--- src/hdl/id_pkg.sv ---
// Decode and dispatch definitions
`default_nettype none

package id_pkg;

  localparam int DISPATCH_WIDTH = 2;            // instructions per cycle
  localparam int COUNT_WIDTH    = 16;           // dispatched-instruction counter

  typedef logic [4:0] reg_idx_t;
  typedef logic [4:0] alu_func_t;
  typedef logic [1:0] opa_sel_t;
  typedef logic [1:0] opb_sel_t;
  typedef logic [1:0] cap_t;                    // 0..2

  localparam reg_idx_t ZERO_REG = 5'd31;        // r31, no writeback

  // alu function codes
  localparam alu_func_t ALU_ADDQ   = 5'h00;
  localparam alu_func_t ALU_SUBQ   = 5'h01;
  localparam alu_func_t ALU_AND    = 5'h02;
  localparam alu_func_t ALU_BIC    = 5'h03;
  localparam alu_func_t ALU_BIS    = 5'h04;
  localparam alu_func_t ALU_ORNOT  = 5'h05;
  localparam alu_func_t ALU_XOR    = 5'h06;
  localparam alu_func_t ALU_EQV    = 5'h07;
  localparam alu_func_t ALU_SRL    = 5'h08;
  localparam alu_func_t ALU_SLL    = 5'h09;
  localparam alu_func_t ALU_SRA    = 5'h0a;
  localparam alu_func_t ALU_MULQ   = 5'h0b;
  localparam alu_func_t ALU_CMPEQ  = 5'h0c;
  localparam alu_func_t ALU_CMPLT  = 5'h0d;
  localparam alu_func_t ALU_CMPLE  = 5'h0e;
  localparam alu_func_t ALU_CMPULT = 5'h0f;
  localparam alu_func_t ALU_CMPULE = 5'h10;

  localparam opa_sel_t OPA_IS_REGA     = 2'h0;
  localparam opa_sel_t OPA_IS_MEM_DISP = 2'h1;
  localparam opa_sel_t OPA_IS_NPC      = 2'h2;
  localparam opa_sel_t OPA_IS_NOT3     = 2'h3;  // jump target word-align mask

  localparam opb_sel_t OPB_IS_REGB     = 2'h0;
  localparam opb_sel_t OPB_IS_ALU_IMM  = 2'h1;  // 8-bit literal
  localparam opb_sel_t OPB_IS_BR_DISP  = 2'h2;

  // primary opcodes
  localparam logic [5:0] OP_PAL  = 6'h00;
  localparam logic [5:0] OP_LDA  = 6'h08;
  localparam logic [5:0] OP_INTA = 6'h10;
  localparam logic [5:0] OP_INTL = 6'h11;
  localparam logic [5:0] OP_INTS = 6'h12;
  localparam logic [5:0] OP_INTM = 6'h13;
  localparam logic [5:0] OP_JSR  = 6'h1a;
  localparam logic [5:0] OP_LDQ  = 6'h29;
  localparam logic [5:0] OP_STQ  = 6'h2d;
  localparam logic [5:0] OP_BR   = 6'h30;
  localparam logic [5:0] OP_BSR  = 6'h34;
  localparam logic [2:0] OP_COND_BR_TOP = 3'h7; // 0x38..0x3f integer branches

  // operate function codes, per group
  localparam logic [6:0] FN_ADDQ   = 7'h20;
  localparam logic [6:0] FN_SUBQ   = 7'h29;
  localparam logic [6:0] FN_CMPEQ  = 7'h2d;
  localparam logic [6:0] FN_CMPLT  = 7'h4d;
  localparam logic [6:0] FN_CMPLE  = 7'h6d;
  localparam logic [6:0] FN_CMPULT = 7'h1d;
  localparam logic [6:0] FN_CMPULE = 7'h3d;
  localparam logic [6:0] FN_AND    = 7'h00;
  localparam logic [6:0] FN_BIC    = 7'h08;
  localparam logic [6:0] FN_BIS    = 7'h20;
  localparam logic [6:0] FN_ORNOT  = 7'h28;
  localparam logic [6:0] FN_XOR    = 7'h40;
  localparam logic [6:0] FN_EQV    = 7'h48;
  localparam logic [6:0] FN_SRL    = 7'h34;
  localparam logic [6:0] FN_SLL    = 7'h39;
  localparam logic [6:0] FN_SRA    = 7'h3c;
  localparam logic [6:0] FN_MULQ   = 7'h20;

  localparam logic [25:0] PAL_HALT  = 26'h555;
  localparam logic [31:0] NOOP_INST = 32'h47ff041f; // bis r31,r31,r31

  // operand b field: register form or literal form
  typedef struct packed {
    reg_idx_t   rb;
    logic [2:0] sbz;
  } oper_rb_t;

  typedef union packed {
    oper_rb_t   reg_form;
    logic [7:0] literal;
  } oper_b_u;

  typedef struct packed {
    logic [5:0] opcode;
    reg_idx_t   ra;
    oper_b_u    b;
    logic       lit_flag;                       // bit 12
    logic [6:0] func;
    reg_idx_t   rc;
  } oper_fmt_t;

  typedef struct packed {
    logic [5:0]  opcode;
    reg_idx_t    ra;
    reg_idx_t    rb;
    logic [15:0] disp;
  } mem_fmt_t;

  typedef struct packed {
    logic [5:0]  opcode;
    reg_idx_t    ra;
    logic [20:0] disp;
  } br_fmt_t;

  typedef union packed {
    oper_fmt_t oper;
    mem_fmt_t  mem;
    br_fmt_t   br;
  } inst_word_u;

  typedef struct packed {
    inst_word_u  inst;
    logic [63:0] npc;
    logic        valid;
  } fetch_slot_t;

  typedef struct packed {
    logic [63:0] npc;
    reg_idx_t    ra;
    reg_idx_t    rb;
    reg_idx_t    dest;                          // ZERO_REG if no writeback
    opa_sel_t    opa_sel;
    opb_sel_t    opb_sel;
    alu_func_t   alu_func;
    logic        rd_mem;
    logic        wr_mem;
    logic        cond_branch;
    logic        uncond_branch;
    logic        halt;
    logic        illegal;
  } decoded_inst_t;

  // decoded form of NOOP_INST, pc left at zero
  localparam decoded_inst_t NOOP_DECODED = '{
    npc:           64'd0,
    ra:            ZERO_REG,
    rb:            ZERO_REG,
    dest:          ZERO_REG,
    opa_sel:       OPA_IS_REGA,
    opb_sel:       OPB_IS_REGB,
    alu_func:      ALU_BIS,
    rd_mem:        1'b0,
    wr_mem:        1'b0,
    cond_branch:   1'b0,
    uncond_branch: 1'b0,
    halt:          1'b0,
    illegal:       1'b0
  };

endpackage

`default_nettype wire

--- src/hdl/inst_decoder.sv ---
// Single instruction decoder
`default_nettype none

module inst_decoder
  import id_pkg::*;
(
  input  wire inst_word_u    inst,
  input  wire logic [63:0]   npc,
  input  wire logic          valid,             // low: decode as no-op
  output decoded_inst_t      decoded
);

  always_comb
  begin
    decoded     = NOOP_DECODED;                 // no-op unless overridden
    decoded.npc = npc;
    if (valid)
    begin
      decoded.ra = inst.mem.ra;                 // same bits in every format
      decoded.rb = inst.mem.rb;
      case (inst.oper.opcode)
        OP_PAL:
        begin
          if ({inst.br.ra, inst.br.disp} == PAL_HALT)
            decoded.halt = 1'b1;
          else
            decoded.illegal = 1'b1;             // other pal codes dropped
        end

        OP_INTA, OP_INTL, OP_INTS, OP_INTM:
        begin
          decoded.opa_sel = OPA_IS_REGA;
          decoded.opb_sel = inst.oper.lit_flag ? OPB_IS_ALU_IMM : OPB_IS_REGB;
          decoded.dest    = inst.oper.rc;
          case (inst.oper.opcode)
            OP_INTA:
              case (inst.oper.func)
                FN_ADDQ:   decoded.alu_func = ALU_ADDQ;
                FN_SUBQ:   decoded.alu_func = ALU_SUBQ;
                FN_CMPEQ:  decoded.alu_func = ALU_CMPEQ;
                FN_CMPLT:  decoded.alu_func = ALU_CMPLT;
                FN_CMPLE:  decoded.alu_func = ALU_CMPLE;
                FN_CMPULT: decoded.alu_func = ALU_CMPULT;
                FN_CMPULE: decoded.alu_func = ALU_CMPULE;
                default:   decoded.illegal  = 1'b1;
              endcase
            OP_INTL:
              case (inst.oper.func)
                FN_AND:    decoded.alu_func = ALU_AND;
                FN_BIC:    decoded.alu_func = ALU_BIC;
                FN_BIS:    decoded.alu_func = ALU_BIS;
                FN_ORNOT:  decoded.alu_func = ALU_ORNOT;
                FN_XOR:    decoded.alu_func = ALU_XOR;
                FN_EQV:    decoded.alu_func = ALU_EQV;
                default:   decoded.illegal  = 1'b1;
              endcase
            OP_INTS:
              case (inst.oper.func)
                FN_SRL:    decoded.alu_func = ALU_SRL;
                FN_SLL:    decoded.alu_func = ALU_SLL;
                FN_SRA:    decoded.alu_func = ALU_SRA;
                default:   decoded.illegal  = 1'b1;
              endcase
            default:                            // INTM
              if (inst.oper.func == FN_MULQ)
                decoded.alu_func = ALU_MULQ;
              else
                decoded.illegal = 1'b1;
          endcase
        end

        OP_JSR:                                 // jmp, jsr, ret, jsr_co alike
        begin
          decoded.opa_sel       = OPA_IS_NOT3;
          decoded.opb_sel       = OPB_IS_REGB;
          decoded.alu_func      = ALU_AND;      // rb & ~3
          decoded.dest          = inst.mem.ra;  // return address
          decoded.uncond_branch = 1'b1;
        end

        OP_LDA, OP_LDQ, OP_STQ:
        begin
          decoded.opa_sel  = OPA_IS_MEM_DISP;
          decoded.opb_sel  = OPB_IS_REGB;
          decoded.alu_func = ALU_ADDQ;          // address = rb + disp
          decoded.dest     = inst.mem.ra;
          if (inst.mem.opcode == OP_LDQ)
            decoded.rd_mem = 1'b1;
          if (inst.mem.opcode == OP_STQ)
          begin
            decoded.wr_mem = 1'b1;
            decoded.dest   = ZERO_REG;          // ra is store data
          end
        end

        OP_BR, OP_BSR:
        begin
          decoded.opa_sel       = OPA_IS_NPC;
          decoded.opb_sel       = OPB_IS_BR_DISP;
          decoded.alu_func      = ALU_ADDQ;
          decoded.dest          = inst.br.ra;   // link register
          decoded.uncond_branch = 1'b1;
        end

        default:
        begin
          if (inst.br.opcode[5:3] == OP_COND_BR_TOP)
          begin
            decoded.opa_sel     = OPA_IS_NPC;
            decoded.opb_sel     = OPB_IS_BR_DISP;
            decoded.alu_func    = ALU_ADDQ;     // target = npc + disp
            decoded.cond_branch = 1'b1;
          end
          else
            decoded.illegal = 1'b1;             // fp, misc, locked ops, unknown
        end
      endcase

      // illegal encodings carry no-op controls
      if (decoded.illegal)
      begin
        decoded         = NOOP_DECODED;
        decoded.npc     = npc;
        decoded.ra      = inst.mem.ra;
        decoded.rb      = inst.mem.rb;
        decoded.illegal = 1'b1;
      end
    end
  end

endmodule

`default_nettype wire

--- src/hdl/dispatch_fsm.sv ---
// Dispatch occupancy FSM
`default_nettype none

module dispatch_fsm
  import id_pkg::*;
(
  input  wire logic clock,
  input  wire logic reset,
  input  wire cap_t fetch_count,                // valid fetch slots offered
  input  wire cap_t rob_cap,
  input  wire cap_t rs_cap,
  output cap_t      dispatch_num,
  output cap_t      accept_num,
  output cap_t      need_num
);

  // encoding equals the number of held entries
  typedef enum logic [1:0] {
    OCC_EMPTY = 2'd0,
    OCC_ONE   = 2'd1,
    OCC_TWO   = 2'd2
  } occ_e;

  occ_e state;
  occ_e state_next;
  cap_t occ;
  cap_t cap_min;                                // tighter of rob and rs
  cap_t remain;                                 // survivors after dispatch
  cap_t fill_next;

  assign occ = cap_t'(state);

  always_comb
  begin
    cap_min      = (rob_cap < rs_cap) ? rob_cap : rs_cap;
    dispatch_num = (occ < cap_min) ? occ : cap_min;
    remain       = occ - dispatch_num;
    need_num     = cap_t'(DISPATCH_WIDTH) - remain;   // never above 2
    accept_num   = (fetch_count < need_num) ? fetch_count : need_num;
    fill_next    = remain + accept_num;
  end

  always_comb
  begin
    case (fill_next)
      2'd0:    state_next = OCC_EMPTY;
      2'd1:    state_next = OCC_ONE;
      default: state_next = OCC_TWO;
    endcase
  end

  always_ff @(posedge clock)
  begin
    if (reset)
      state <= OCC_EMPTY;
    else
      state <= state_next;
  end

endmodule

`default_nettype wire

--- src/hdl/dispatch_buffer.sv ---
// Two-entry in-order dispatch buffer
`default_nettype none

module dispatch_buffer
  import id_pkg::*;
(
  input  wire logic                               clock,
  input  wire logic                               reset,
  input  wire decoded_inst_t [DISPATCH_WIDTH-1:0] incoming,
  input  wire cap_t                               dispatch_num,
  input  wire cap_t                               accept_num,
  output decoded_inst_t [DISPATCH_WIDTH-1:0]      entries    // slot 0 oldest
);

  decoded_inst_t [DISPATCH_WIDTH-1:0] entries_next;
  cap_t fill;                                   // tail position
  cap_t remain;

  assign remain = fill - dispatch_num;

  always_comb
  begin
    entries_next = entries;
    if (dispatch_num == 2'd1)
      entries_next[0] = entries[1];             // shift survivor to the head
    // append behind survivors, slot order kept
    case (remain)
      2'd0:
      begin
        if (accept_num != 2'd0)
          entries_next[0] = incoming[0];
        if (accept_num == 2'd2)
          entries_next[1] = incoming[1];
      end
      2'd1:
      begin
        if (accept_num != 2'd0)
          entries_next[1] = incoming[0];
      end
      default: ;                                // full, nothing accepted
    endcase
  end

  always_ff @(posedge clock)
  begin
    if (reset)
    begin
      entries <= {DISPATCH_WIDTH{NOOP_DECODED}};
      fill    <= 2'd0;
    end
    else
    begin
      entries <= entries_next;
      fill    <= remain + accept_num;
    end
  end

endmodule

`default_nettype wire

--- src/hdl/dispatch_counter.sv ---
// Legal dispatch counter
`default_nettype none

module dispatch_counter
  import id_pkg::*;
(
  input  wire logic                               clock,
  input  wire logic                               reset,
  input  wire decoded_inst_t [DISPATCH_WIDTH-1:0] entries,
  input  wire cap_t                               dispatch_num,
  output logic [COUNT_WIDTH-1:0]                  dispatched_count
);

  cap_t legal_num;                              // legal ones leaving this cycle

  always_comb
  begin
    legal_num = 2'd0;
    for (int k = 0; k < DISPATCH_WIDTH; k++)
    begin
      if (k < dispatch_num && !entries[k].illegal)
        legal_num = legal_num + 2'd1;
    end
  end

  always_ff @(posedge clock)
  begin
    if (reset)
      dispatched_count <= '0;
    else
      dispatched_count <= dispatched_count + COUNT_WIDTH'(legal_num);  // wraps
  end

endmodule

`default_nettype wire

--- src/hdl/id_dispatch_top.sv ---
// Decode and dispatch stage
`default_nettype none

module id_dispatch_top
  import id_pkg::*;
(
  input  wire logic                             clock,
  input  wire logic                             reset,
  input  wire fetch_slot_t [DISPATCH_WIDTH-1:0] fetch_slots,  // packed from slot 0
  input  wire cap_t                             rob_cap,
  input  wire cap_t                             rs_cap,
  output decoded_inst_t [DISPATCH_WIDTH-1:0]    dispatch_slots,
  output cap_t                                  dispatch_num,
  output cap_t                                  need_num,     // to fetch, same cycle
  output logic [COUNT_WIDTH-1:0]                dispatched_count
);

  decoded_inst_t [DISPATCH_WIDTH-1:0] decoded;
  cap_t fetch_count;
  cap_t accept_num;

  assign fetch_count = cap_t'(fetch_slots[0].valid) + cap_t'(fetch_slots[1].valid);

  for (genvar g = 0; g < DISPATCH_WIDTH; g++)
  begin : g_dec
    inst_decoder u_inst_decoder (
      .inst    (fetch_slots[g].inst),
      .npc     (fetch_slots[g].npc),
      .valid   (fetch_slots[g].valid),
      .decoded (decoded[g])
    );
  end

  dispatch_fsm u_dispatch_fsm (
    .clock        (clock),
    .reset        (reset),
    .fetch_count  (fetch_count),
    .rob_cap      (rob_cap),
    .rs_cap       (rs_cap),
    .dispatch_num (dispatch_num),
    .accept_num   (accept_num),
    .need_num     (need_num)
  );

  dispatch_buffer u_dispatch_buffer (
    .clock        (clock),
    .reset        (reset),
    .incoming     (decoded),
    .dispatch_num (dispatch_num),
    .accept_num   (accept_num),
    .entries      (dispatch_slots)
  );

  dispatch_counter u_dispatch_counter (
    .clock            (clock),
    .reset            (reset),
    .entries          (dispatch_slots),
    .dispatch_num     (dispatch_num),
    .dispatched_count (dispatched_count)
  );

endmodule

`default_nettype wire

--- config.mk ---
export PLATFORM = sky130hd
export DESIGN_NAME = id_dispatch_top
export DESIGN_NICKNAME = d
export VERILOG_FILES = /design/src/hdl/id_pkg.sv /design/src/hdl/inst_decoder.sv /design/src/hdl/dispatch_fsm.sv /design/src/hdl/dispatch_buffer.sv /design/src/hdl/dispatch_counter.sv /design/src/hdl/id_dispatch_top.sv
export SDC_FILE = /design/constraint.sdc
export NUM_CORES = 1
export LEC_CHECK = 0
export ABC_AREA = 1
export BUFFER_PORTS_ARGS = -buffer_cell sky130_fd_sc_hd__buf_2
export CORE_MARGIN = 3
export CORE_UTILIZATION = 51
export DETAILED_ROUTE_END_ITERATION = 7
export PLACE_DENSITY = 0.81
export RECOVER_POWER = 100
export SLEW_MARGIN = 10
export SYNTH_ARGS = -nofsm -noshare
export SYNTH_HDL_FRONTEND = slang
export SYNTH_SLANG_ARGS = --single-unit
--- constraint.sdc ---
create_clock -name clock -period 4.5 [get_ports clock]
set_clock_uncertainty 0.05 [all_clocks]
set_input_delay 0.9 -clock clock [delete_from_list [all_inputs] [get_ports clock]]
set_output_delay 0.9 -clock clock [all_outputs]
set_load 0.01 [all_outputs]
==> results of run 1 <==
-- layout make-up --
cell class	count	area [µm²]	share of cell area, %
diodes	4	10.01	0.07073
flip-flops and latches	208	4164	29.43
clock inverters	2	38.79	0.2741
inverters	169	643.1	4.545
repair buffers	423	1981	14.00
multi-input cells	1362	6274	44.33
well taps	280	350.3	2.476
clock buffers	35	690.7	4.881
-- worst min-delay path by stage --
stage                                     endpoint
floorplan           u_dispatch_buffer.entries[124]
global placement    u_dispatch_buffer.entries[185]
detailed placement  u_dispatch_buffer.entries[135]
CTS                 u_dispatch_buffer.entries[135]
global route        u_dispatch_buffer.entries[187]
finish              u_dispatch_buffer.entries[135]
-- per-layer routing --
layer / wire length (µm) / share of wire, % / global-route usage (%)
met1: 17170 / 41 / 41.69
met2: 19540 / 46 / 52.31
met3: 3887 / 9.2 / 6.084
met4: 1587 / 3.8 / 11.25
met5: 0 / 0 / 0
-- worst max-delay path, stage by stage --
cell and delay (ns):
sky130_fd_sc_hd__clkbuf_1 0.09, sky130_fd_sc_hd__ha_1 0.22, sky130_fd_sc_hd__inv_1 0.07, sky130_fd_sc_hd__ha_1 0.22, sky130_fd_sc_hd__inv_1 0.07, sky130_fd_sc_hd__nand2_1 0.06, sky130_fd_sc_hd__nand2_1 0.05, sky130_fd_sc_hd__nand2_1 0.11
sky130_fd_sc_hd__inv_1 0.09, sky130_fd_sc_hd__ha_1 0.32, sky130_fd_sc_hd__inv_1 0.09, sky130_fd_sc_hd__nand2_1 0.12, sky130_fd_sc_hd__nand2_1 0.07, sky130_fd_sc_hd__ha_1 0.27, sky130_fd_sc_hd__nand2_1 0.05, sky130_fd_sc_hd__nand2_1 0.07
sky130_fd_sc_hd__nand2_1 0.07, sky130_fd_sc_hd__nand2_1 0.12, sky130_fd_sc_hd__nand3_1 0.26, sky130_fd_sc_hd__clkbuf_2 0.48, sky130_fd_sc_hd__a21oi_1 0.30, sky130_fd_sc_hd__o31ai_2 0.10
-- flip-flops by register name, indices dropped and copies added, names as in the netlist --
signal                               cells
u_dispatch_counter.dispatched_count     16
u_dispatch_buffer.fill                   2
u_dispatch_fsm.occ                       2
u_dispatch_buffer.entries              188
-- metrics by stage --
| step | total power (W) | std cells | hold slack (ns) | instance area, µm² | utilization, % |
|---|---|---|---|---|---|
| after floorplan | 0.005736 | 1843 | 0.4326 | 11600 | - |
| after global placement | 0.007082 | 2442 | 0.3977 | 13700 | 62.01 |
| after detailed placement | 0.007193 | 2442 | 0.4055 | 13700 | 62.01 |
| after CTS | 0.009049 | 2479 | 0.4143 | 14430 | 65.31 |
| after global routing | 0.009573 | 2481 | 0.4387 | 14150 | 64.03 |
| final | 0.008937 | 2483 | 0.4174 | 14150 | 64.05 |
-- kinds of logic (layout without fill, tap and decap cells) --
family          count (synthesis)  in the layout  share of synthesized area (%)
fa+ha+maj                      14             14                          1.575
other cells                     0              4                              0
buf+inv                       273            629                          9.805
flops                         208            208                          35.90
compound gates                418            418                          19.06
xor+xnor                        6              6                         0.4531
simple gates                  924            924                          33.21
-- layout by cell type (no fill, tap or decap), drive strengths merged, types with 2 or more instances in the layout --
| master | instances |
|---|---|
| a211oi | 5 |
| clkbuf | 245 |
| dfxtp | 208 |
| a31oi | 2 |
| nand4 | 20 |
| nand2 | 498 |
| a21oi | 137 |
| or2 | 16 |
| nor3 | 36 |
| xor2 | 3 |
| buf | 213 |
| diode | 4 |
| o211ai | 23 |
| o22ai | 2 |
| inv | 168 |
| nand3 | 87 |
| nor2 | 258 |
| clkinv | 2 |
| ha | 13 |
| o31ai | 3 |
| o21ai | 243 |
| xnor2 | 3 |
| nor4 | 7 |
-- power breakdown --
group	internal, W	leakage (nW)	switching [W]	total [W]
combinational	0.00137	4.26	0.00309	0.00446
clock	0.00110	0.358	0.000745	0.00185
sequential	0.00234	1.71	0.000293	0.00263
total	0.00481	6.33	0.00413	0.00894
-- synth_stat cells (2+ instances only) --
library cell               instances
sky130_fd_sc_hd__nand3_1          85
sky130_fd_sc_hd__nor2_2           11
sky130_fd_sc_hd__buf_6             5
sky130_fd_sc_hd__nand4_1          20
sky130_fd_sc_hd__inv_2             8
sky130_fd_sc_hd__o22ai_1           2
sky130_fd_sc_hd__nor4_1            7
sky130_fd_sc_hd__nor2_4            2
sky130_fd_sc_hd__a31oi_1           2
sky130_fd_sc_hd__a211oi_1          5
sky130_fd_sc_hd__o21ai_0         226
sky130_fd_sc_hd__clkbuf_1         46
sky130_fd_sc_hd__nand2_1         486
sky130_fd_sc_hd__buf_2            49
sky130_fd_sc_hd__nor3_1           36
sky130_fd_sc_hd__ha_1             13
sky130_fd_sc_hd__o31ai_2           3
sky130_fd_sc_hd__o21ai_1          17
sky130_fd_sc_hd__o211ai_1         23
sky130_fd_sc_hd__or2_2            15
sky130_fd_sc_hd__nand2_4           2
sky130_fd_sc_hd__xor2_1            3
sky130_fd_sc_hd__a21oi_1         136
sky130_fd_sc_hd__nand2_2          10
sky130_fd_sc_hd__xnor2_1           3
sky130_fd_sc_hd__dfxtp_1         208
sky130_fd_sc_hd__inv_1           159
sky130_fd_sc_hd__nor2_1          244
sky130_fd_sc_hd__buf_4             3
==> implementation parameters, run 1 <==
Parameter                              Value

Detailed routing
  Router iterations before antenna repair ... 6
  Antenna-violating nets left ... 0
  Average routed wire per standard cell ... 16.99 µm
  Starting DRC count in detailed routing ... between 1000 and 1500
  Routed wire length ... 42.18 mm
  Vias after detailed routing ... about 14000
  DRC ... 0
  Avg Vias per Cell ... ~5.5

Placed design
  Final weighted congestion in routability-driven placement ... 0.9527
  HPWL after detailed placement ... 30.82 mm
  Pre-CTS setup slack ... approximately 0.27 ns
  Count of buffers inserted at the top-level ports ... 407

Synth
  Post-synth design cell area ... around 12000 µm²
  Post-Syn Area per Cell ... approximately 6.3 µm²
  Top cells by area, synth ... sky130_fd_sc_hd__dfxtp_1 36%, sky130_fd_sc_hd__nand2_1 16%, sky130_fd_sc_hd__o21ai_0 9.8%, sky130_fd_sc_hd__nor2_1 7.9%, sky130_fd_sc_hd__a21oi_1 5.9%
  Fraction of registers with async set/reset ... 0%
  Most used flip-flop cell after synthesis ... sky130_fd_sc_hd__dfxtp_1
  Sequential element share of the synthesized area ... a little over a third
  Number of warnings issued by yosys ... 0
  Number of enable flip-flop cells after synthesis ... 0
  Share of Yosys cell area claimed by the top area cell type ... around 36%
  Number of register bits inferred by synthesis ... roughly 210
  Yosys top cell by area ... sky130_fd_sc_hd__dfxtp_1
  Number of nets in the synthesized netlist ... between 2000 and 2500
  Netlist cell types ... 43
  Mapped Cells ... 1843

CTS
  Resize count post-CTS ... 0
  Maximum count of clock buffers along a single path ... 3
  Clock tree root buffer cell ... sky130_fd_sc_hd__clkbuf_16
  CTS tree ... yes
  Post-CTS Hold Buffers ... 0
  TritonCTS Buffers ... 23
  Number of clock sinks ... 208
  Clock insertion delay at the later pin of the skew report ... ~0.5 ns
  # Post-CTS Setup Buffers ... 0
  Count of H-tree levels built during CTS ... 1
  Clock transition at the registers of the reported paths ... 0.06 ns

Global routing
  Global-route wire length before repair ... roughly 64 mm
  Largest net degree at the start of global routing ... around 100
  Initial antenna violation count ... 2
  Number of global-route vias before repair ... 12290
  Overall Global Routing Usage ... a little under a third
  Total overflow reported by the global router ... 0

Timing
  RSZ-0062 raised after global routing ... false
  Number of endpoints with negative hold slack in the final report ... 0
  Pins Over Slew Limit ... 0
  F_max ... 255.7 MHz
  Final Worst Setup Slack ... roughly 0.59 ns
  Worst max-slew margin expressed relative to the limit ... between 30% and 40%
  Share of the clock period used by the worst path after layout ... between 80% and 90%
  Minimum clock period after layout ... approximately 4 ns
  Number of setup violations in the final report ... 0
  Slew @ Worst Pin ... 0.9312 ns
  Setup TNS after final layout ... 0 ns

Critical path
  Crit. End Element ... register
  Data required time of the worst path ... between 4 and 5 ns
  CP Capture Point ... u_dispatch_buffer.entries[115]
  Type of the setup path with the least slack ... primary input to register
  Largest fanout on the critical path ... 24
  Worst r2r dst ... u_dispatch_buffer.entries[115]
  Setup slack on the worst flop-to-flop path ... 1.00 ns
  Crit path from ... rob_cap[1]
  Crit Reg-Reg Startpoint ... u_dispatch_fsm.occ[1]
  Endpoint arrival time on the critical path ... about 4.2 ns
  CP startpoint kind ... primary input
  FF-to-FF path depth ... 19

Floorplanning
  Boundary Pins ... just over 400
  Die Outline Area ... around 25000 µm²
  Height of the die ... 156.8 µm
  Die boundary width ... 156.8 µm
  Number of placement rows ... 54
  Initial cell density of the core ... 52.50%
  Area of the placeable core ... roughly 22000 µm²

Hold path
  Count of cells along the worst hold path ... 2
  Hold crit path type ... register to register
  Start point of the worst min-delay path ... u_dispatch_buffer.entries[135]

Job
  Number of violations of the max-capacitance limit ... 0

Pwr
  Leakage ... 6.331 nW
  Power per cell area ... roughly 630 nW/µm²
  Worst voltage drop across the vdd grid ... 0.0003661 V

Run status
  Outcome ... complete, no violations

Finish
  Area grow syn2layout ... 21.99%
  Net count, final ... 2401
  Number of fill cells in the layout ... roughly 2200
  Fraction of layout cells with a size suffix above 1 ... ~14%
Note: power is estimated with default switching activity, not from simulation.
==> run 2, diff against run 1 <==
- CAP_MARGIN: not set -> 5
- CORE_UTILIZATION: 51 -> 46
- PLACE_DENSITY: 0.81 -> 0.78
- clock period: 4.5 -> 3.13 ns (I/O delays scaled with it)
==> run 2 against run 1 <==
Effect of this change: combinational power up 59%; critical path type is now primary input to output pin; critical path depth down 9; final area up 3.8%; via count up 0.80%; core utilization down 4.2 points; cell count up 3.6%; critical endpoint is now need_num[1]; hold slack worse by 0.12 ns; largest power group unchanged; power up 52%; sequential power up 44%; clock power up 48%.
==> implementation parameters, run 2 (synthesis results as in run 1) <==
Parameter                              Value

Timing
  Setup TNS after final layout ... 0 ns (unchanged)
  Minimum clock period after layout ... around 3.0 ns
  Pins Over Slew Limit ... 0 (unchanged)
  Number of endpoints with negative hold slack in the final report ... 0 (unchanged)
  Number of setup violations in the final report ... 0 (unchanged)
  Final-layout worst hold slack ... 0.3014 ns (-0.1161 ns)
  Share of the clock period used by the worst path after layout ... around 94%
  Worst max-slew margin expressed relative to the limit ... 55.08% (+17 points)
  Final Worst Setup Slack ... 0.1796 ns (-0.4101 ns)
  F_max ... between 300 and 400 MHz
  RSZ-0062 raised after global routing ... false
  Slew @ Worst Pin ... 0.6738 ns (-0.2574 ns)

Floorplanning
  Die Outline Area ... 27160 µm² (+10%)
  Number of placement rows ... 57 (+5.6%)
  Area of the placeable core ... 24530 µm² (+11%)
  Height of the die ... 164.8 µm (+5.1%)
  Initial cell density of the core ... 47.28% (-5.2 points)
  Die boundary width ... 164.8 µm (+5.1%)
  Boundary Pins ... 408 (unchanged)

Pwr
  Power per cell area ... 925.9 nW/µm² (+47%)
  Leakage ... 6.574 nW (+3.9%)
  Worst voltage drop across the vdd grid ... 0.0006017 V (+64%)

CTS
  Post-CTS Hold Buffers ... 0 (unchanged)
  Number of clock sinks ... 208 (unchanged)
  TritonCTS Buffers ... 24 (+4.3%)
  Resize count post-CTS ... 0 (unchanged)
  # Post-CTS Setup Buffers ... 0 (unchanged)
  Clock tree root buffer cell ... sky130_fd_sc_hd__clkbuf_16
  Count of H-tree levels built during CTS ... 1 (unchanged)
  CTS tree ... yes
  Clock insertion delay at the later pin of the skew report ... 0.51 ns (about the same)
  Clock transition at the registers of the reported paths ... 0.06 ns (about the same)
  Maximum count of clock buffers along a single path ... 3 (unchanged)

Job
  Number of violations of the max-capacitance limit ... 0 (unchanged)

Placed design
  Pre-CTS setup slack ... -0.3143 ns (-0.5856 ns)
  HPWL after detailed placement ... 31.53 mm (+2.3%)
  Final weighted congestion in routability-driven placement ... 0.9536 (about the same)
  Count of buffers inserted at the top-level ports ... 407 (unchanged)

Finish
  Number of fill cells in the layout ... 2473 (+12%)
  Most used cells in the layout excluding fill and tap cells ... 485 x sky130_fd_sc_hd__nand2_1, 244 x sky130_fd_sc_hd__nor2_1, 228 x sky130_fd_sc_hd__o21ai_0
  Fraction of layout cells with a size suffix above 1 ... 15.78% (+2.1 points)
  Net count, final ... 2441 (+1.7%)
  Multi-input gate area in the final layout ... 6331 µm² (+0.92%)
  Commonest non-fill, non-tap cell in the layout ... sky130_fd_sc_hd__nand2_1
  Flip-flop count of the largest register, all copies and words added ... 188 (unchanged)
  Largest registers ... u_dispatch_buffer.entries: 188 flops, u_dispatch_counter.dispatched_count: 16 flops
  Area grow syn2layout ... 26.67%
  Flip-flop and latch area ... 4164 µm² (unchanged)
  Most flops, register ... u_dispatch_buffer.entries

Critical path
  CP startpoint kind ... primary input
  Endpoint arrival time on the critical path ... 2.27 ns (-1.96 ns)
  Crit. End Element ... output pin
  Data required time of the worst path ... 2.45 ns (-2.37 ns)
  Type of the setup path with the least slack ... primary input to output pin
  Largest fanout on the critical path ... 3 (-88%)

Global routing
  Overall Global Routing Usage ... 28.93% (-2.9 points)
  Number of global-route vias before repair ... 12650 (+2.9%)
  Largest net degree at the start of global routing ... 97 (-6.7%)
  Initial antenna violation count ... 4 (+2)
  Global-route wire length before repair ... 64.06 mm (unchanged)
  Total overflow reported by the global router ... 0 (unchanged)

Detailed routing
  Starting DRC count in detailed routing ... 1452 (+6.8%)
  Vias after detailed routing ... 13790 (+0.80%)
  Routed wire length ... 42.29 mm (+0.25%)
  Antenna-violating nets left ... 0 (unchanged)
  Average routed wire per standard cell ... 16.44 µm (-3.2%)
  Router iterations before antenna repair ... 6 (unchanged)
  DRC ... 0 (unchanged)
  Avg Vias per Cell ... 5.361 (-2.7%)

Run status
  Outcome ... complete, no violations

Hold path
  Hold crit path type ... primary input to register
run 2: per-stage QoR:
| stage | util (%) | cell area (µm²) | std cells | power [W] |
|---|---|---|---|---|
| after global placement | 58.03 | 14240 | 2525 | 0.01094 |
| after detailed placement | 58.03 | 14240 | 2525 | 0.01111 |
| final | 59.89 | 14690 | 2572 | 0.01361 |
| after global routing | 59.87 | 14690 | 2570 | 0.01461 |
| after floorplan | - | 11640 | 1843 | 0.008266 |
| after CTS | 61.16 | 15010 | 2567 | 0.01389 |
run 2: layer usage:
layer / vias to the layer above / track usage (%) / part of all wire, %
li1: 6750 / - / -
met5: - / 0 / 0.026
met4: 2 / 12.28 / 4.2
met3: 131 / 5.468 / 9.0
met1: 6190 / 37.22 / 41
met2: 715 / 47.44 / 46
run 2: final timing paths:
kind | startpoint | to | slack, ns | cells past startpoint
setup / recovery | rob_cap[1] | need_num[1] | 0.18 | 13
hold / removal | fetch_slots[37] | u_dispatch_buffer.entries[66] | 0.30 | 3
setup reg to reg | u_dispatch_fsm.occ[1] | u_dispatch_counter.dispatched_count[14] | 0.31 | 15
hold reg to reg | u_dispatch_buffer.entries[161] | u_dispatch_buffer.entries[161] | 0.41 | 2
run 2: worst max-delay path, cell delays in order:
cell,delay (ns)
sky130_fd_sc_hd__clkbuf_1,0.09
sky130_fd_sc_hd__ha_1,0.23
sky130_fd_sc_hd__ha_1,0.29
sky130_fd_sc_hd__nand2_1,0.07
sky130_fd_sc_hd__nand2_1,0.06
sky130_fd_sc_hd__nand2_2,0.09
sky130_fd_sc_hd__inv_2,0.05
sky130_fd_sc_hd__ha_4,0.16
sky130_fd_sc_hd__xor2_1,0.19
sky130_fd_sc_hd__nand2_2,0.07
sky130_fd_sc_hd__buf_4,0.14
sky130_fd_sc_hd__nand2_1,0.06
sky130_fd_sc_hd__clkbuf_2,0.14
run 2: power by group:
| part | total, W | internal, W | switching [W] |
|---|---|---|---|
| Combinational | 0.00709 | 0.00249 | 0.00460 |
| Sequential | 0.00378 | 0.00336 | 0.000412 |
| Clock | 0.00274 | 0.00161 | 0.00113 |
run 2: layout make-up:
| type | instances | area share (%) |
|---|---|---|
| flip-flops and latches | 208 | 28.34 |
| inverters | 169 | 4.377 |
| multi-input cells | 1362 | 43.09 |
| clock inverters | 8 | 0.5535 |
| diodes | 5 | 0.08515 |
| repair buffers | 462 | 16.12 |
| well taps | 324 | 2.759 |
| clock buffers | 34 | 4.683 |
==> run 3, diff against run 2 <==
- CORE_UTILIZATION: 46 -> 49
- PLACE_DENSITY: 0.78 -> 0.79
- SLEW_MARGIN: 10 -> not set
- SYNTH_HIERARCHICAL: not set -> 1
==> run 3 against run 2 <==
Effect of this change: the run now ends with setup timing left; sequential power rose by 11%; clock power rose by 9.5%; count of clock-buffer cells in the layout fell by 5; die area rose by 19%; via count rose by 22%; sequential share of layout area fell by 5.0 points; critical path depth rose by 12; highest routed layer unchanged.
==> implementation parameters, run 3 <==
Parameter                              Value

Floorplanning
  Height of the die ... 179.4 µm (+8.9%)
  Die boundary width ... 179.4 µm (+8.9%)
  Initial cell density of the core ... 50.51% (+3.2 points)
  Number of placement rows ... 62 (+8.8%)
  Die Outline Area ... 32190 µm² (+19%)
  Boundary Pins ... 408 (unchanged)
  Area of the placeable core ... 29170 µm² (+19%)

CTS
  Clock tree root buffer cell ... sky130_fd_sc_hd__clkbuf_16
  CTS tree ... yes
  Number of clock sinks ... 208 (unchanged)
  Clock transition at the registers of the reported paths ... 0.06 ns (about the same)
  Post-CTS Hold Buffers ... 0 (unchanged)
  TritonCTS Buffers ... 24 (unchanged)
  Count of H-tree levels built during CTS ... 1 (unchanged)
  Maximum count of clock buffers along a single path ... 3 (unchanged)
  Clock insertion delay at the later pin of the skew report ... 0.52 ns (about the same)

Synth
  Number of register bits inferred by synthesis ... 208 (unchanged)
  Post-Syn Area per Cell ... 5.687 µm² (-9.6%)
  Number of nets in the synthesized netlist ... 2807 (+36%)
  Netlist cell types ... 37 (-14%)
  Mapped Cells ... 2591 (+41%)
  Cell with the most instances after synthesis ... sky130_fd_sc_hd__nand2_1
  Leading post-synthesis cells by instance count ... 1019 x sky130_fd_sc_hd__nand2_1, 370 x sky130_fd_sc_hd__nor2_1, 258 x sky130_fd_sc_hd__inv_1
  Sequential element share of the synthesized area ... 28.26% (-7.6 points)
  Fraction of registers with async set/reset ... 0% (unchanged)
  Post-synth design cell area ... 14730 µm² (+27%)
  Most used flip-flop cell after synthesis ... sky130_fd_sc_hd__dfxtp_1
  Share of Yosys cell area claimed by the top area cell type ... 28.26% (-7.6 points)
  Number of enable flip-flop cells after synthesis ... 0 (unchanged)
  Yosys top cell by area ... sky130_fd_sc_hd__dfxtp_1
  Top cells by area, synth ... sky130_fd_sc_hd__dfxtp_1 28%, sky130_fd_sc_hd__nand2_1 26%, sky130_fd_sc_hd__nor2_1 9.4%, sky130_fd_sc_hd__buf_4 7.1%, sky130_fd_sc_hd__inv_1 6.6%
  Number of warnings issued by yosys ... 6 (+6)

Finish
  Largest registers ... u_dispatch_buffer/entries: 188 flops, u_dispatch_counter/dispatched_count: 16 flops
  Fraction of layout cells with a size suffix above 1 ... 16.38% (+0.60 points)
  Final antenna diode count ... 0 (-5)
  Most used cells in the layout excluding fill and tap cells ... 993 x sky130_fd_sc_hd__nand2_1, 365 x sky130_fd_sc_hd__nor2_1, 254 x sky130_fd_sc_hd__inv_1
  Flip-flop count of the largest register, all copies and words added ... 188 (unchanged)
  Final cell count without fillers ... 3271 (+27%)
  Number of fill cells in the layout ... 2854 (+15%)
  Commonest non-fill, non-tap cell in the layout ... sky130_fd_sc_hd__nand2_1
  Net count, final ... 3086 (+26%)
  Most flops, register ... u_dispatch_buffer/entries
  Area grow syn2layout ... 20.98%

Timing
  RSZ-0062 raised after global routing ... true
  Final Worst Setup Slack ... -0.1022 ns (-0.2818 ns)
  Minimum clock period after layout ... 3.232 ns (+0.2818 ns)
  Share of the clock period used by the worst path after layout ... 103.3% (+9.0 points)
  Slew @ Worst Pin ... 0.7067 ns (+0.03285 ns)
  Number of endpoints with negative hold slack in the final report ... 0 (unchanged)
  Setup TNS after final layout ... -4.754 ns (-4.754 ns)
  F_max ... 309.4 MHz (-8.7%)
  Pins Over Slew Limit ... 0 (unchanged)
  Number of setup violations in the final report ... 90 (+90)
  Final-layout worst hold slack ... 0.3305 ns (+0.02912 ns)
  Worst max-slew margin expressed relative to the limit ... 52.89% (-2.2 points)

Global routing
  Total overflow reported by the global router ... 0 (unchanged)
  Initial antenna violation count ... 1 (-3)
  Global-route wire length before repair ... 79.41 mm (+24%)
  Overall Global Routing Usage ... 29.10% (+0.17 points)
  Largest net degree at the start of global routing ... 103 (+6.2%)
  Number of global-route vias before repair ... 15900 (+26%)

Detailed routing
  Router iterations before antenna repair ... 6 (unchanged)
  Antenna-violating nets left ... 0 (unchanged)
  Routed wire length ... 51.04 mm (+21%)
  Avg Vias per Cell ... 5.155 (-3.8%)
  Average routed wire per standard cell ... 15.60 µm (-5.1%)
  Starting DRC count in detailed routing ... 1321 (-9.0%)
  DRC ... 0 (unchanged)
  Vias after detailed routing ... 16860 (+22%)

Pwr
  Combinational group share of total power ... 66.2% (+14 points)
  Worst voltage drop across the vdd grid ... 0.0007896 V (+31%)
  Net switching share of the total power ... 48.90% (+3.7 points)
  Leakage ... 8.898 nW (+35%)
  Overall power ... 0.02131 W (+57%)
  Fraction of power consumed by sequential logic ... 19.7% (-8.1 points)
  Power per cell area ... 1195 nW/µm² (+29%)
  Switching component of the power ... 0.01042 W (+70%)
  Share of total power in the clock network ... 14.1% (-6.0 points)
  P_int ... 0.01089 W (+46%)

Placed design
  HPWL after detailed placement ... 36.11 mm (+15%)
  DP Cell Count ... 3202 (+27%)
  Final weighted congestion in routability-driven placement ... 0.9613 (+0.81%)
  Count of buffers inserted at the top-level ports ... 407 (unchanged)

Critical path
  Endpoint arrival time on the critical path ... 3.60 ns (+1.33 ns)
  CP startpoint kind ... primary input
  Type of the setup path with the least slack ... primary input to register
  Data required time of the worst path ... 3.50 ns (+1.05 ns)
  Largest fanout on the critical path ... 6 (+3)
  Crit. End Element ... register

Run status
  Violations in the final reports ... setup timing
  Outcome ... finished with violations

Job
  Number of violations of the max-capacitance limit ... 0 (unchanged)

Hold path
  Hold crit path type ... primary input to register
[run 3: changes by cell type after synthesis, sizes merged, moves of 12 or more]
cell,change
a21oi,-22
nand3,+34
nor2,+138
nor3,-30
nand2,+537
or2,-13
o211ai,-23
clkbuf,+12
inv,+105
buf,+139
o21ai,-124
[run 3: path summary, 6_finish.rpt]
path | start | endpoint | slack (ns) | cells after the start
setup / recovery | rs_cap[1] | u_dispatch_buffer/entries[134] | -0.10 | 25
hold / removal | reset | u_dispatch_counter/dispatched_count[1] | 0.33 | 2
setup reg to reg | u_dispatch_fsm/occ[1] | u_dispatch_buffer/entries[134] | -0.05 | 22
hold reg to reg | u_dispatch_counter/dispatched_count[6] | u_dispatch_counter/dispatched_count[6] | 0.45 | 2
[run 3: logic make-up (layout without fill, tap and decap cells)]
| group | count (synthesis) | count (layout) | share of synthesized area (%) |
|---|---|---|---|
| and+or+nand+nor | 1583 | 1583 | 43.30 |
| buffers and inverters | 530 | 826 | 17.85 |
| AOI/OAI and AO/OA | 248 | 248 | 8.772 |
| DFF | 208 | 208 | 28.26 |
| adders and majority gates | 16 | 16 | 1.410 |
| xor gates and xnor gates | 6 | 6 | 0.4076 |
[run 3: area by class of cell]
| cell class | instances | area (µm²) | share of cell area (%) |
|---|---|---|---|
| timing repair buffer | 508 | 3122 | 17.51 |
| clock inverter | 14 | 186.4 | 1.046 |
| clock buffer | 29 | 659.4 | 3.699 |
| sequential | 208 | 4165 | 23.37 |
| inverter | 275 | 1041 | 5.840 |
| multi-input combinational | 1853 | 8172 | 45.84 |
| tap | 384 | 480.5 | 2.695 |
[run 3: metrics by stage]
stage               util [%]  area (µm²)  setup WS, ns
finish                 61.11       17830       -0.1022
global route           61.11       17830       -0.2404
CTS                    61.06       17810      -0.03476
detailed placement     56.98       16620       -0.6688
global placement       56.98       16620       -0.5827
floorplan                  -       14900       -0.5510
[run 3: power by group through the flow]
stage | clock network, W | registers (W) | logic [W]
finish | 0.00300 | 0.00420 | 0.0141
global placement | 0 | 0.00418 | 0.0120
global route | 0.00314 | 0.00428 | 0.0155
CTS | 0.00304 | 0.00417 | 0.0133
detailed placement | 0 | 0.00420 | 0.0122
floorplan | 0 | 0.00447 | 0.00786
[run 3: metal layers]
layer | vias up | global-route usage [%] | part of all wire [%]
met3 | 103 | 5.497 | 9.0
met2 | 833 | 52.27 | 49
met4 | 2 | 9.715 | 3.1
met1 | 7623 | 34.90 | 39
met5 | - | 0 | 0.025
li1 | 8302 | - | -
[run 3: timing repair]
action / 4_1_cts / 5_1_grt
cloned: 5 / 5
hold endpoints to repair: 0 / 0
gates resized for setup: 31 / 55
setup endpoints to repair: 116 / 194
pin swaps: 16 / 5
setup buffers: 13 / 7
[run 3: critical path, stage by stage]
cell and delay [ns]:
sky130_fd_sc_hd__buf_8 0.10, sky130_fd_sc_hd__ha_4 0.17, sky130_fd_sc_hd__inv_4 0.06, sky130_fd_sc_hd__ha_4 0.18, sky130_fd_sc_hd__or2_1 0.21, sky130_fd_sc_hd__a21oi_2 0.15
sky130_fd_sc_hd__ha_2 0.23, sky130_fd_sc_hd__inv_2 0.05, sky130_fd_sc_hd__nand2_2 0.07, sky130_fd_sc_hd__nand2_2 0.07, sky130_fd_sc_hd__xor2_2 0.16, sky130_fd_sc_hd__inv_2 0.08
sky130_fd_sc_hd__ha_4 0.27, sky130_fd_sc_hd__nand2_4 0.04, sky130_fd_sc_hd__a21oi_4 0.17, sky130_fd_sc_hd__nor2_4 0.07, sky130_fd_sc_hd__inv_4 0.08, sky130_fd_sc_hd__nand3_4 0.08
sky130_fd_sc_hd__nor2_4 0.11, sky130_fd_sc_hd__buf_4 0.12, sky130_fd_sc_hd__buf_8 0.14, sky130_fd_sc_hd__clkbuf_16 0.17, sky130_fd_sc_hd__nand2_1 0.05, sky130_fd_sc_hd__nor2_1 0.10
sky130_fd_sc_hd__nor2_1 0.05
